[src/uartPkg.sv]
// ----------------------------------------------------------------------
// uart echo shared definitions
// byte, tick and slot widths, 8N1 frame constants and FSM states
// ----------------------------------------------------------------------

package uartPkg;

  // ---------------------------------------------------------------------
  // frame layout
  // ---------------------------------------------------------------------
  localparam int DataBits = 8;              // 8N1, no parity

  typedef logic [DataBits-1:0] uartByteT;   // one payload byte
  typedef logic [3:0]          subTickT;    // tick inside a bit, 0..15
  typedef logic [3:0]          bitSlotT;    // 0 start, 1..8 data, 9 stop

  // stop bit slot, right after the last data bit
  localparam bitSlotT StopSlot = 4'd9;

  // middle of the bit
  localparam subTickT SampleTick = 4'd8;

  // ---------------------------------------------------------------------
  // state machines
  // ---------------------------------------------------------------------
  typedef enum logic [1:0] {
    rxIdle,     // watching the filter for a falling edge
    rxFrame,    // start and data slots
    rxStop      // waiting for the stop bit sample
  } rxStateT;

  typedef enum logic {
    txIdle,     // line high, nothing queued
    txFrame     // start, data, stop
  } txStateT;

endpackage

[src/uartBaudTick.sv]
// ----------------------------------------------------------------------
// baud tick divider, one clock wide enable every BaudDiv clocks
// ----------------------------------------------------------------------

module uartBaudTick #(
  parameter int BaudDiv = 16
) (
  input  logic clk_29_pll,
  input  logic reset,
  output logic baudTick
);

  localparam int CntW = (BaudDiv > 1) ? $clog2(BaudDiv) : 1;

  logic [CntW-1:0] divCnt;   // clocks since last tick
  logic            wrapNow;

  assign wrapNow = (divCnt == CntW'(BaudDiv - 1));

  always_ff @(posedge clk_29_pll) begin
    if (!reset) begin
      divCnt   <= '0;
      baudTick <= 1'b0;
    end else begin
      baudTick <= wrapNow;               // registered, first tick BaudDiv clocks in
      if (wrapNow) begin
        divCnt <= '0;
      end else begin
        divCnt <= divCnt + 1'b1;
      end
    end
  end

  // tick is an enable, never a level
  assert property (@(posedge clk_29_pll) disable iff (!reset) baudTick |=> !baudTick)
    else $error("baudTick high for two clocks");

endmodule

[src/uartReceiver.sv]
// ----------------------------------------------------------------------
// uart receiver, 8N1 with input filter, mid-bit sampling and stop check
// ----------------------------------------------------------------------

module uartReceiver (
  input  logic              clk_29_pll,
  input  logic              reset,
  input  logic              baudTick,
  input  logic              rxd,
  output logic              rxValid,
  output uartPkg::uartByteT rxByte,
  output logic              rxFrameError
);

  import uartPkg::*;

  rxStateT    rxState;
  logic [3:0] rxFilt;        // [0] newest sample, [3] oldest
  subTickT    subTick;
  bitSlotT    slot;
  uartByteT   rxShift;       // data bits, lsb arrives first

  logic startSeen;
  logic bitIn;
  logic sampleNow;
  logic falseStart;
  logic dataSample;
  logic stopSample;

  // ---------------------------------------------------------------------
  // start detection and sample strobes
  // ---------------------------------------------------------------------
  // two high then two low, a one-tick dip never matches
  assign startSeen  = rxFilt[3] & rxFilt[2] & ~rxFilt[1] & ~rxFilt[0];
  assign bitIn      = rxFilt[1];   // closest stage to bit centre
  assign sampleNow  = baudTick && (subTick == SampleTick);

  // start bit gone high again by mid-bit, treat as noise
  assign falseStart = sampleNow && (rxState == rxFrame) && (slot == '0) && bitIn;
  assign dataSample = sampleNow && (rxState == rxFrame) && (slot != '0);
  assign stopSample = sampleNow && (rxState == rxStop);

  // ---------------------------------------------------------------------
  // frame FSM
  // ---------------------------------------------------------------------
  always_ff @(posedge clk_29_pll) begin
    if (!reset) begin
      rxState      <= rxIdle;
      rxFilt       <= '0;          // low, so no start until line seen high
      subTick      <= '0;
      slot         <= '0;
      rxValid      <= 1'b0;
      rxFrameError <= 1'b0;
    end else begin
      rxValid      <= stopSample && bitIn;    // good stop
      rxFrameError <= stopSample && !bitIn;   // stop sampled low

      if (baudTick) begin
        rxFilt <= {rxFilt[2:0], rxd};
      end

      case (rxState)
        rxIdle: begin
          if (baudTick && startSeen) begin
            rxState <= rxFrame;
            subTick <= '0;
            slot    <= '0;
          end
        end
        rxFrame: begin
          if (falseStart) begin
            rxState <= rxIdle;
          end else if (baudTick) begin
            subTick <= subTick + 1'b1;
            if (subTick == '1) begin
              slot <= slot + 1'b1;
              if (slot == bitSlotT'(DataBits)) begin
                rxState <= rxStop;         // last data bit done
              end
            end
          end
        end
        rxStop: begin
          if (stopSample) begin
            rxState <= rxIdle;             // back to watching, half a bit early
          end else if (baudTick) begin
            subTick <= subTick + 1'b1;
          end
        end
        default: rxState <= rxIdle;
      endcase
    end
  end

  // payload path
  always_ff @(posedge clk_29_pll) begin
    if (dataSample) begin
      rxShift <= {bitIn, rxShift[DataBits-1:1]};   // shift in from the top
    end
    if (stopSample && bitIn) begin
      rxByte <= rxShift;                            // held until next good byte
    end
  end

  assert property (@(posedge clk_29_pll) disable iff (!reset) !(rxValid && rxFrameError))
    else $error("rxValid and rxFrameError together");

endmodule

[src/echoFifo.sv]
// ----------------------------------------------------------------------
// echo byte FIFO between receiver and transmitter, drops when full
// ----------------------------------------------------------------------

module echoFifo #(
  parameter int FifoDepth = 4
) (
  input  logic              clk_29_pll,
  input  logic              reset,
  input  logic              push,
  input  logic              pop,
  input  uartPkg::uartByteT pushByte,
  output logic              notEmpty,
  output uartPkg::uartByteT headByte
);

  import uartPkg::*;

  localparam int AddrW = $clog2(FifoDepth);   // depth is a power of two

  uartByteT         mem [FifoDepth];
  logic [AddrW-1:0] wrPtr;
  logic [AddrW-1:0] rdPtr;
  logic [AddrW:0]   fillCnt;   // one extra bit for the full case

  logic full;
  logic pushOk;
  logic popOk;

  assign full     = (fillCnt == (AddrW + 1)'(FifoDepth));
  assign notEmpty = (fillCnt != '0);
  assign pushOk   = push && !full;       // receiver never stalls
  assign popOk    = pop && notEmpty;
  assign headByte = mem[rdPtr];          // oldest entry, shown directly

  // ---------------------------------------------------------------------
  // pointers and occupancy
  // ---------------------------------------------------------------------
  always_ff @(posedge clk_29_pll) begin
    if (!reset) begin
      wrPtr   <= '0;
      rdPtr   <= '0;
      fillCnt <= '0;
    end else begin
      if (pushOk) begin
        wrPtr <= wrPtr + 1'b1;           // wraps on its own
      end
      if (popOk) begin
        rdPtr <= rdPtr + 1'b1;
      end
      case ({pushOk, popOk})
        2'b10:   fillCnt <= fillCnt + 1'b1;
        2'b01:   fillCnt <= fillCnt - 1'b1;
        default: fillCnt <= fillCnt;     // both or neither
      endcase
    end
  end

  // storage
  always_ff @(posedge clk_29_pll) begin
    if (pushOk) begin
      mem[wrPtr] <= pushByte;
    end
  end

  // transmitter only pops what it saw waiting
  assert property (@(posedge clk_29_pll) disable iff (!reset) pop |-> notEmpty)
    else $error("pop on empty FIFO");

endmodule

[src/uartTransmitter.sv]
// ----------------------------------------------------------------------
// uart transmitter that pops a byte and sends it as an 8N1 frame on txd
// ----------------------------------------------------------------------

module uartTransmitter (
  input  logic              clk_29_pll,
  input  logic              reset,
  input  logic              baudTick,
  input  logic              notEmpty,
  input  uartPkg::uartByteT headByte,
  output logic              pop,
  output logic              txd,
  output logic              txBusy
);

  import uartPkg::*;

  localparam int IdxW = $clog2(DataBits);

  txStateT         txState;
  uartByteT        txByte;    // copy of the popped byte
  subTickT         subTick;
  bitSlotT         slot;
  logic [IdxW-1:0] bitIdx;
  logic            txLevel;
  logic            lastTick;
  logic            frameDone;

  // last tick of the stop bit where a waiting byte follows without a gap
  assign lastTick  = baudTick && (txState == txFrame) && (slot == StopSlot) && (subTick == '1);
  assign frameDone = baudTick && (txState == txFrame) && (slot > StopSlot);
  // a byte that lands late in the stop bit still keeps txBusy high
  assign pop       = notEmpty && ((txState == txIdle) || lastTick || frameDone);
  assign txBusy    = (txState == txFrame);
  assign bitIdx    = IdxW'(slot - 1'b1);   // slot 1 carries bit 0

  // start, data lsb first, then stop and idle level
  always_comb begin
    if (slot == '0) begin
      txLevel = 1'b0;
    end else if (slot <= bitSlotT'(DataBits)) begin
      txLevel = txByte[bitIdx];
    end else begin
      txLevel = 1'b1;
    end
  end

  always_ff @(posedge clk_29_pll) begin
    if (!reset) begin
      txState <= txIdle;
      subTick <= '0;
      slot    <= '0;
      txd     <= 1'b1;                    // line idles high
    end else begin
      case (txState)
        txIdle: begin
          if (pop) begin
            txState <= txFrame;           // start bit on the next tick
            subTick <= '0;
            slot    <= '0;
          end
        end
        txFrame: begin
          if (frameDone && !pop) begin
            txState <= txIdle;            // stop bit sent and nothing waiting
          end else if (baudTick) begin
            txd <= txLevel;
            if (pop) begin
              subTick <= '0;              // back to back restart at the start bit
              slot    <= '0;
            end else begin
              subTick <= subTick + 1'b1;
              if (subTick == '1) begin
                slot <= slot + 1'b1;
              end
            end
          end
        end
        default: txState <= txIdle;
      endcase
    end
  end

  // byte latch
  always_ff @(posedge clk_29_pll) begin
    if (pop) begin
      txByte <= headByte;
    end
  end

  assert property (@(posedge clk_29_pll) disable iff (!reset) !txBusy |-> txd)
    else $error("txd low while transmitter idle");

endmodule

[src/uartEcho.sv]
// ----------------------------------------------------------------------
// uart echo top, receiver into a byte FIFO, FIFO back out on txd
// ----------------------------------------------------------------------

module uartEcho #(
  parameter int BaudDiv   = 16,   // 29.49 MHz / 16 = 1.8432 MHz ticks
  parameter int FifoDepth = 4
) (
  input  logic              clk_29_pll,
  input  logic              reset,
  input  logic              rxd,
  output logic              txd,
  output logic              txBusy,
  output logic              rxValid,
  output uartPkg::uartByteT rxByte,
  output logic              rxFrameError
);

  import uartPkg::*;

  logic     baudTick;   // shared by both directions
  logic     notEmpty;
  logic     pop;
  uartByteT headByte;

  // ---------------------------------------------------------------------
  // baud timing
  // ---------------------------------------------------------------------
  uartBaudTick #(
    .BaudDiv (BaudDiv)
  ) i_baudTick (
    .clk_29_pll (clk_29_pll),
    .reset      (reset),
    .baudTick   (baudTick)
  );

  // ---------------------------------------------------------------------
  // receive, buffer, transmit
  // ---------------------------------------------------------------------
  uartReceiver i_receiver (
    .clk_29_pll   (clk_29_pll),
    .reset        (reset),
    .baudTick     (baudTick),
    .rxd          (rxd),
    .rxValid      (rxValid),
    .rxByte       (rxByte),
    .rxFrameError (rxFrameError)
  );

  echoFifo #(
    .FifoDepth (FifoDepth)
  ) i_fifo (
    .clk_29_pll (clk_29_pll),
    .reset      (reset),
    .push       (rxValid),      // good bytes only
    .pop        (pop),
    .pushByte   (rxByte),
    .notEmpty   (notEmpty),
    .headByte   (headByte)
  );

  uartTransmitter i_transmitter (
    .clk_29_pll (clk_29_pll),
    .reset      (reset),
    .baudTick   (baudTick),
    .notEmpty   (notEmpty),
    .headByte   (headByte),
    .pop        (pop),
    .txd        (txd),
    .txBusy     (txBusy)
  );

endmodule

[config.mk]
export PLATFORM = sky130hd
export DESIGN_NAME = uartEcho
export DESIGN_NICKNAME = d
export VERILOG_FILES = /design/src/uartPkg.sv /design/src/uartBaudTick.sv /design/src/uartReceiver.sv /design/src/echoFifo.sv /design/src/uartTransmitter.sv /design/src/uartEcho.sv
export SDC_FILE = /design/constraint.sdc
export NUM_CORES = 1
export LEC_CHECK = 0
export ABC_AREA = 1
export BUFFER_PORTS_ARGS = -buffer_cell sky130_fd_sc_hd__buf_2
export CAP_MARGIN = 10
export CORE_UTILIZATION = 41
export DETAILED_ROUTE_END_ITERATION = 10
export PLACE_DENSITY = 0.55
export SYNTH_ARGS = -nofsm -noshare
export SYNTH_HDL_FRONTEND = slang
export SYNTH_SLANG_ARGS = --single-unit
export TNS_END_PERCENT = 50
[constraint.sdc]
create_clock -name clk_29_pll -period 5.18 [get_ports clk_29_pll]
set_input_delay 0.518 -clock clk_29_pll [delete_from_list [all_inputs] [get_ports clk_29_pll]]
set_output_delay 0.518 -clock clk_29_pll [all_outputs]
set_load 0.01 [all_outputs]
* After elaboration in Yosys (flattened, before gate mapping) *
Memories as Yosys holds them, arrays and structs flattened. A register that Yosys moved wholly into a read port is not among the register bits.
Cells that the tools add are included.

cells by class
  $add $sub $neg = 10
  order comparisons = 3
  eq/ne operators = 24
  muxes and demuxes = 36
  bitwise operators = 8
  reduce and logical (&&, ||, !) cells = 37

operators with widths
  operator                                                                 number
  4-bit two-way mux                                                        15
  4-bit == test, second input constant                                     6
  4-bit case mux with 2 select lines                                       3
  4-bit by 1-bit adder with 4-bit output, second input constant            5
  1-bit logical AND                                                        17
  2-bit inequality test, second input constant                             7
  2-bit two-way mux                                                        6
  4-bit case mux with 3 select lines                                       1
  5-bit AND reduction                                                      2
  3-bit by 2-bit inequality test with 1-bit output, second input constant  3
  4-bit logical NOT                                                        2
  4-bit AND reduction                                                      2
  1-bit two-way mux                                                        7
  2-bit case mux with 3 select lines                                       1
  3-bit case mux with 2 select lines                                       1
  3-bit AND reduction                                                      2
  3-bit nonzero test                                                       2
  3-bit by 1-bit subtractor with 3-bit output, second input constant       2
  1-bit inverter                                                           5
  2-bit by 1-bit adder with 2-bit output, second input constant            2
  2-bit by 1-bit == test with 1-bit output, second input constant          2
  2-bit == test, second input constant                                     2
  4-bit > comparator, second input constant                                1
  4-bit less-or-equal comparator, second input constant                    1
  14 further kinds                                                         21

storage, ports and cells
  flip-flop bits (word level) = 54
  bits in writable memories = 32
  output and inout port bits = 12
  memories = 1

memories
  memory      depth  width  read ports  clocked after memory_dff  write ports  line            source
  i_fifo.mem  4      8      1           1                         1            echoFifo.sv:21  uartByteT mem [FifoDepth];

* Depth between registers and ports, before layout *
  depth in word-level cells = 10
  mapped depth = 14
  mapped depth without buffers = 14

* Modules after synthesis *
Synthesis repeated with hierarchy kept, for this count alone.

second synthesis, totals
  cell total of the unflattened synthesis = 435
  area total of the unflattened synthesis = 4,311.6 um^2

modules (own cells, without submodules)
  module           instances  cells each  area each (um^2)  seq. area each (um^2)
  echoFifo         1          144         1,686.6           1,141.1
  uartReceiver     1          156         1,457.6           800.8
  uartTransmitter  1          115         991.0             440.4
  uartBaudTick     1          20          176.4             100.1

* Worst setup path before layout *
Ideal clock, no wire load.

  kind = flip-flop to flip-flop
  start point = register i_transmitter.slot[0]
  end point = register i_fifo.fillCnt[2]
  library setup time = 70 ps
  data arrival time = 2,216 ps
  slack = 2,894 ps
  stages on the path, launching flop included = 14
  buffers on the path = 0
  clock period less this slack = 2,286 ps
  path through = dfxtp_1 inv_1 ha_1 a21oi_2 nand3_2 nand3_2 nand2_4 inv_2 ha_1 fa_1 a21oi_1 o21a_1 o21ai_0 a21oi_1

between the ends
  cells in the longest elaborated chain, start to end = 9
  elaborated cells on any way between the ends = 13

RTL lines
  what                                                                        line                   source
  start: declaration                                                          uartTransmitter.sv:23  bitSlotT slot;
  start signal: assignment                                                    uartTransmitter.sv:74  slot <= slot + 1'b1;
  parallel branches: the longest is 4 deep, another holds 4-bit > comparator  n/a
  1-bit logical OR *                                                          uartTransmitter.sv:33  assign pop = notEmpty && ((txState == txIdle) || lastTick || frameDone);
  1-bit logical AND *                                                         uartTransmitter.sv:33
  1-bit logical AND *                                                         echoFifo.sv:33         assign popOk = pop && notEmpty;
  2-bit by 1-bit == test with 1-bit output or 2-bit == test (tied branches)   echoFifo.sv:51         case ({pushOk, popOk})
  3-bit case mux with 2 select lines or 2-bit nonzero test (tied branches)    n/a
  end signal: assignment                                                      echoFifo.sv:52         2'b10: fillCnt <= fillCnt + 1'b1;
  end signal: assignment                                                      echoFifo.sv:53         2'b01: fillCnt <= fillCnt - 1'b1;
  end signal: assignment                                                      echoFifo.sv:54         default: fillCnt <= fillCnt;
  end: declaration                                                            echoFifo.sv:24         logic [AddrW:0] fillCnt;

Every way passes the cells marked *.
A chain may end at the register's enable or synchronous reset.

* Worst setup path after layout *
Ends and elaborated chain as after synthesis.

==> load_flow_metrics.sql <==
INSERT INTO impl_metrics (metric_group, metric, value, unit) VALUES
('run_status', 'run_status', 'finished clean', ''),
('worst_setup_path', 'critical-path-max-stage-delay', '0.44', 'ns'),
('logic_synthesis', 'netlist-cell-type-count', '39', ''),
('routing', 'final_antenna_net_count', '0', ''),
('global_route', 'grt_start_max_net_pins', '21', ''),
('clock_network', 'clock_sink_count', '94', ''),
('logic_synthesis', 'synth_seq_cells', '94', ''),
('clock_network', 'worstSkewPairLatency', '0.37', 'ns'),
('finish', 'layout.nets', '429', ''),
('floorplan', 'fp.dieW', '101', 'um'),
('worst_setup_path', 'timing.critical_path.arrival', '2.80', 'ns'),
('power_and_ir_drop', 'worst_ir_drop_vdd', '0.196', 'mV'),
('sta', 'timing.hold.ws', '0.450', 'ns'),
('routing', 'firstDrtPassIters', '4', ''),
('finish', 'area_delta_synth_final', '9.96', '%'),
('sta', 'finalSetupViolCount', '0', ''),
('sta', 'timing_worst_slew_pin_value', '0.812', 'ns'),
('clock_network', 'clk_transition_reported_paths', '0.11', 'ns'),
('worst_setup_path', 'setup.worst_path.class', 'flop to flop', ''),
('sta', 'unrepaired_setup_endpoints_after_global_routing', 'false', ''),
('worst_setup_path', 'slowest_cell_on_crit_path', 'fa_1', ''),
('routing', 'detail_route.iter0.violations', '133', ''),
('clock_network', 'tritoncts.num_buffers', '9', ''),
('logic_synthesis', 'postSynthAreaPerCell', '10.4', 'sq um'),
('logic_synthesis', 'synth.net_count', '411', ''),
('clock_network', 'cts_hold_buf', '0', ''),
('worst_setup_path', 'kind_of_start_point_of_the_critical_path', 'flop', ''),
('placement', 'dpl-instance-area', '4260', 'sq um'),
('power_and_ir_drop', 'pwr_density_cell', '465', 'nW/um^2'),
('sta', 'finalMaxSlewViolations', '0', ''),
('floorplan', 'core', '9420', 'sq um'),
('logic_synthesis', 'synth_top_cell_by_area', 'edfxtp_1', ''),
('logic_synthesis', 'synthesis.area', '4060', 'sq um'),
('sta', 'slew_hr', '0.457', ''),
('worst_setup_path', 'critPathMaxFanout', '9', ''),
('routing', 'routed_wl', '7320', 'um'),
('placement', 'port_buffers', '14', ''),
('logic_synthesis', 'synth_top_cell_area_share', '0.414', ''),
('sta', 'fin_tns_setup', '0', 'ns'),
('clock_network', 'ctsHtreeMaxLevel', '3', ''),
('placement', 'place.gp.congestion', '0.770', ''),
('logic_synthesis', 'yosys.cell_count.top_type', 'edfxtp_1', ''),
('finish', 'drive_gt1_frac', '0.153', ''),
('run', 'max-cap-violations', '0', ''),
('floorplan', 'placementRows', '35', ''),
('routing', 'via_total_after_detailed_routing', '2673', ''),
('worst_setup_path', 'timing.critical_path.to_type', 'flop', ''),
('power_and_ir_drop', 'static-leakage-power', '1.62', 'nW'),
('min_path', 'hold_path.class', 'flop to flop', ''),
('worst_setup_path', 'cell_chain_of_the_critical_path', 'inv_1, ha_1, a21oi_2, nand3_2, nand3_2, nand2_4, inv_2, ha_1, fa_1, a21oi_1, o21a_1, o21ai_0, a21oi_1', ''),
('clock_network', 'cts_setup_buffers', '0', ''),
('logic_synthesis', 'yosys-top-cells-count', 'edfxtp_1 (56), nor2_1 (53), nand2_1 (44), dfxtp_1 (38), inv_1 (32)', ''),
('finish', 'final_area', '4460', 'sq um'),
('logic_synthesis', 'synth_edf_count', '56', ''),
('placement', 'dpl.cell_count', '526', ''),
('routing', 'avgViaCountPerCell', '4.93', ''),
('logic_synthesis', 'synth_async_sr_flop_share', '0', ''),
('logic_synthesis', 'yosys_warnings', '0', ''),
('finish', 'final_cell_count_no_fill', '542', ''),
('sta', 'post-route-period-util', '0.480', ''),
('routing', 'route.detailed.wl_per_inst', '13.5', 'um'),
('floorplan', 'start_util', '0.431', ''),
('clock_network', 'cts_root_buf', 'clkbuf_8', ''),
('logic_synthesis', 'sequential_area_share_after_synthesis', '0.602', ''),
('sta', 'timing.final.hold_violations', '0', ''),
('floorplan', 'io_pins', '15', ''),
('clock_network', 'clock_tree.buffer_depth', '2', ''),
('logic_synthesis', 'netlist_instances', '390', ''),
('global_route', 'grt_pass1_wl', '12200', 'um'),
('finish', 'finish.utilization', '0.474', ''),
('global_route', 'antenna_found_initial', '0', '');
-- cells in the final DEF, fill, tap and decap left out, drive strengths merged, types with 2 or more instances in the layout --
master  Yosys  layout
xor2        4       4
xnor2       3       3
nor2       57      57
clkinv      1       3
o21ai      33      33
edfxtp     56      56
clkbuf      4       9
o21a        2       2
nand4       6       6
inv        39      44
buf         4      15
nand2      53      53
a21oi      24      24
o22ai       9       9
nand3      26      26
dfxtp      38      38
nor3        6       6
or2         3       3
ha         17      17
-- per-stage QoR --
step | power (W) | setup WS (ns)
3_3_place_gp | 0.00160 | 2.78
3_5_place_dp | 0.00161 | 2.70
2_1_floorplan | 0.00147 | 2.89
4_1_cts | 0.00210 | 2.69
5_1_grt | 0.00223 | 2.44
6_report | 0.00208 | 2.69
-- per-layer routing --
metal,GRT usage,share of wire,up-vias
met5,0,0,-
li1,-,-,1370
met4,0.0468,0.0081,0
met1,0.208,0.49,1263
met2,0.252,0.47,35
met3,0.0490,0.033,5
-- flip-flops by register name, summed over array words and instances, names as in the netlist, 3 cells and up --
| name | cells |
|---|---|
| i_fifo.mem | 32 |
| i_receiver.rxByte | 8 |
| i_receiver.rxShift | 8 |
| i_transmitter.txByte | 8 |
| i_baudTick.divCnt | 4 |
| i_receiver.rxFilt | 4 |
| i_receiver.slot | 4 |
| i_receiver.subTick | 4 |
| i_transmitter.slot | 4 |
| i_transmitter.subTick | 4 |
| i_fifo.fillCnt | 3 |
-- worst max-delay path: cells and delay by family (launching register included) --
kind                     cells  cell delay (ns)
AND/OR/NAND/NOR              3             0.31
flip-flops                   1             0.39
buffers and inverters        2             0.25
AO/OA/AOI/OAI                5             0.56
adder cells (fa/ha/maj)      3             0.93
-- cell type report --
| type | instances | area (sq um) | area share |
|---|---|---|---|
| clock buffers | 9 | 124 | 0.0278 |
| clock inverters | 7 | 81.3 | 0.0182 |
| inverters | 40 | 150 | 0.0336 |
| multi-input cells | 248 | 1430 | 0.320 |
| flip-flops and latches | 94 | 2440 | 0.547 |
| well taps | 129 | 161 | 0.0362 |
| repair buffers | 15 | 77.6 | 0.0174 |
-- worst paths after layout --
check / endpoint / startpoint / slack, ns / depth (start not counted)
worst min-delay path: i_receiver.rxByte[0]$_DFFE_PP_ / i_receiver.rxShift[0]$_DFFE_PP_ / 0.45 / 0
worst max register to register: i_fifo.fillCnt[2]$_SDFFE_PN0P_ / i_transmitter.slot[0]$_SDFFE_PN0P_ / 2.69 / 13
worst min register to register: i_receiver.rxByte[0]$_DFFE_PP_ / i_receiver.rxShift[0]$_DFFE_PP_ / 0.45 / 0
worst max-delay path: i_fifo.fillCnt[2]$_SDFFE_PN0P_ / i_transmitter.slot[0]$_SDFFE_PN0P_ / 2.69 / 13
-- report_power, final --
part           leakage, nW  switching [W]  internal (W)  total, W
clock network        0.104       0.000295      0.000195  0.000489
logic                0.703       0.000397      0.000221  0.000618
registers            0.813      0.0000825      0.000886  0.000969
-- cells by family (layout without fill, tap and decap cells) --
kind of cell | after synthesis | in the layout | share of synthesized area
compound gates | 68 | 68 | 0.0925
xor+xnor | 7 | 7 | 0.0151
fa+ha+maj | 18 | 18 | 0.0573
buf+inv | 48 | 71 | 0.0469
flops | 94 | 94 | 0.602
simple gates | 155 | 155 | 0.186
Power figures use the tool's default switching activity.
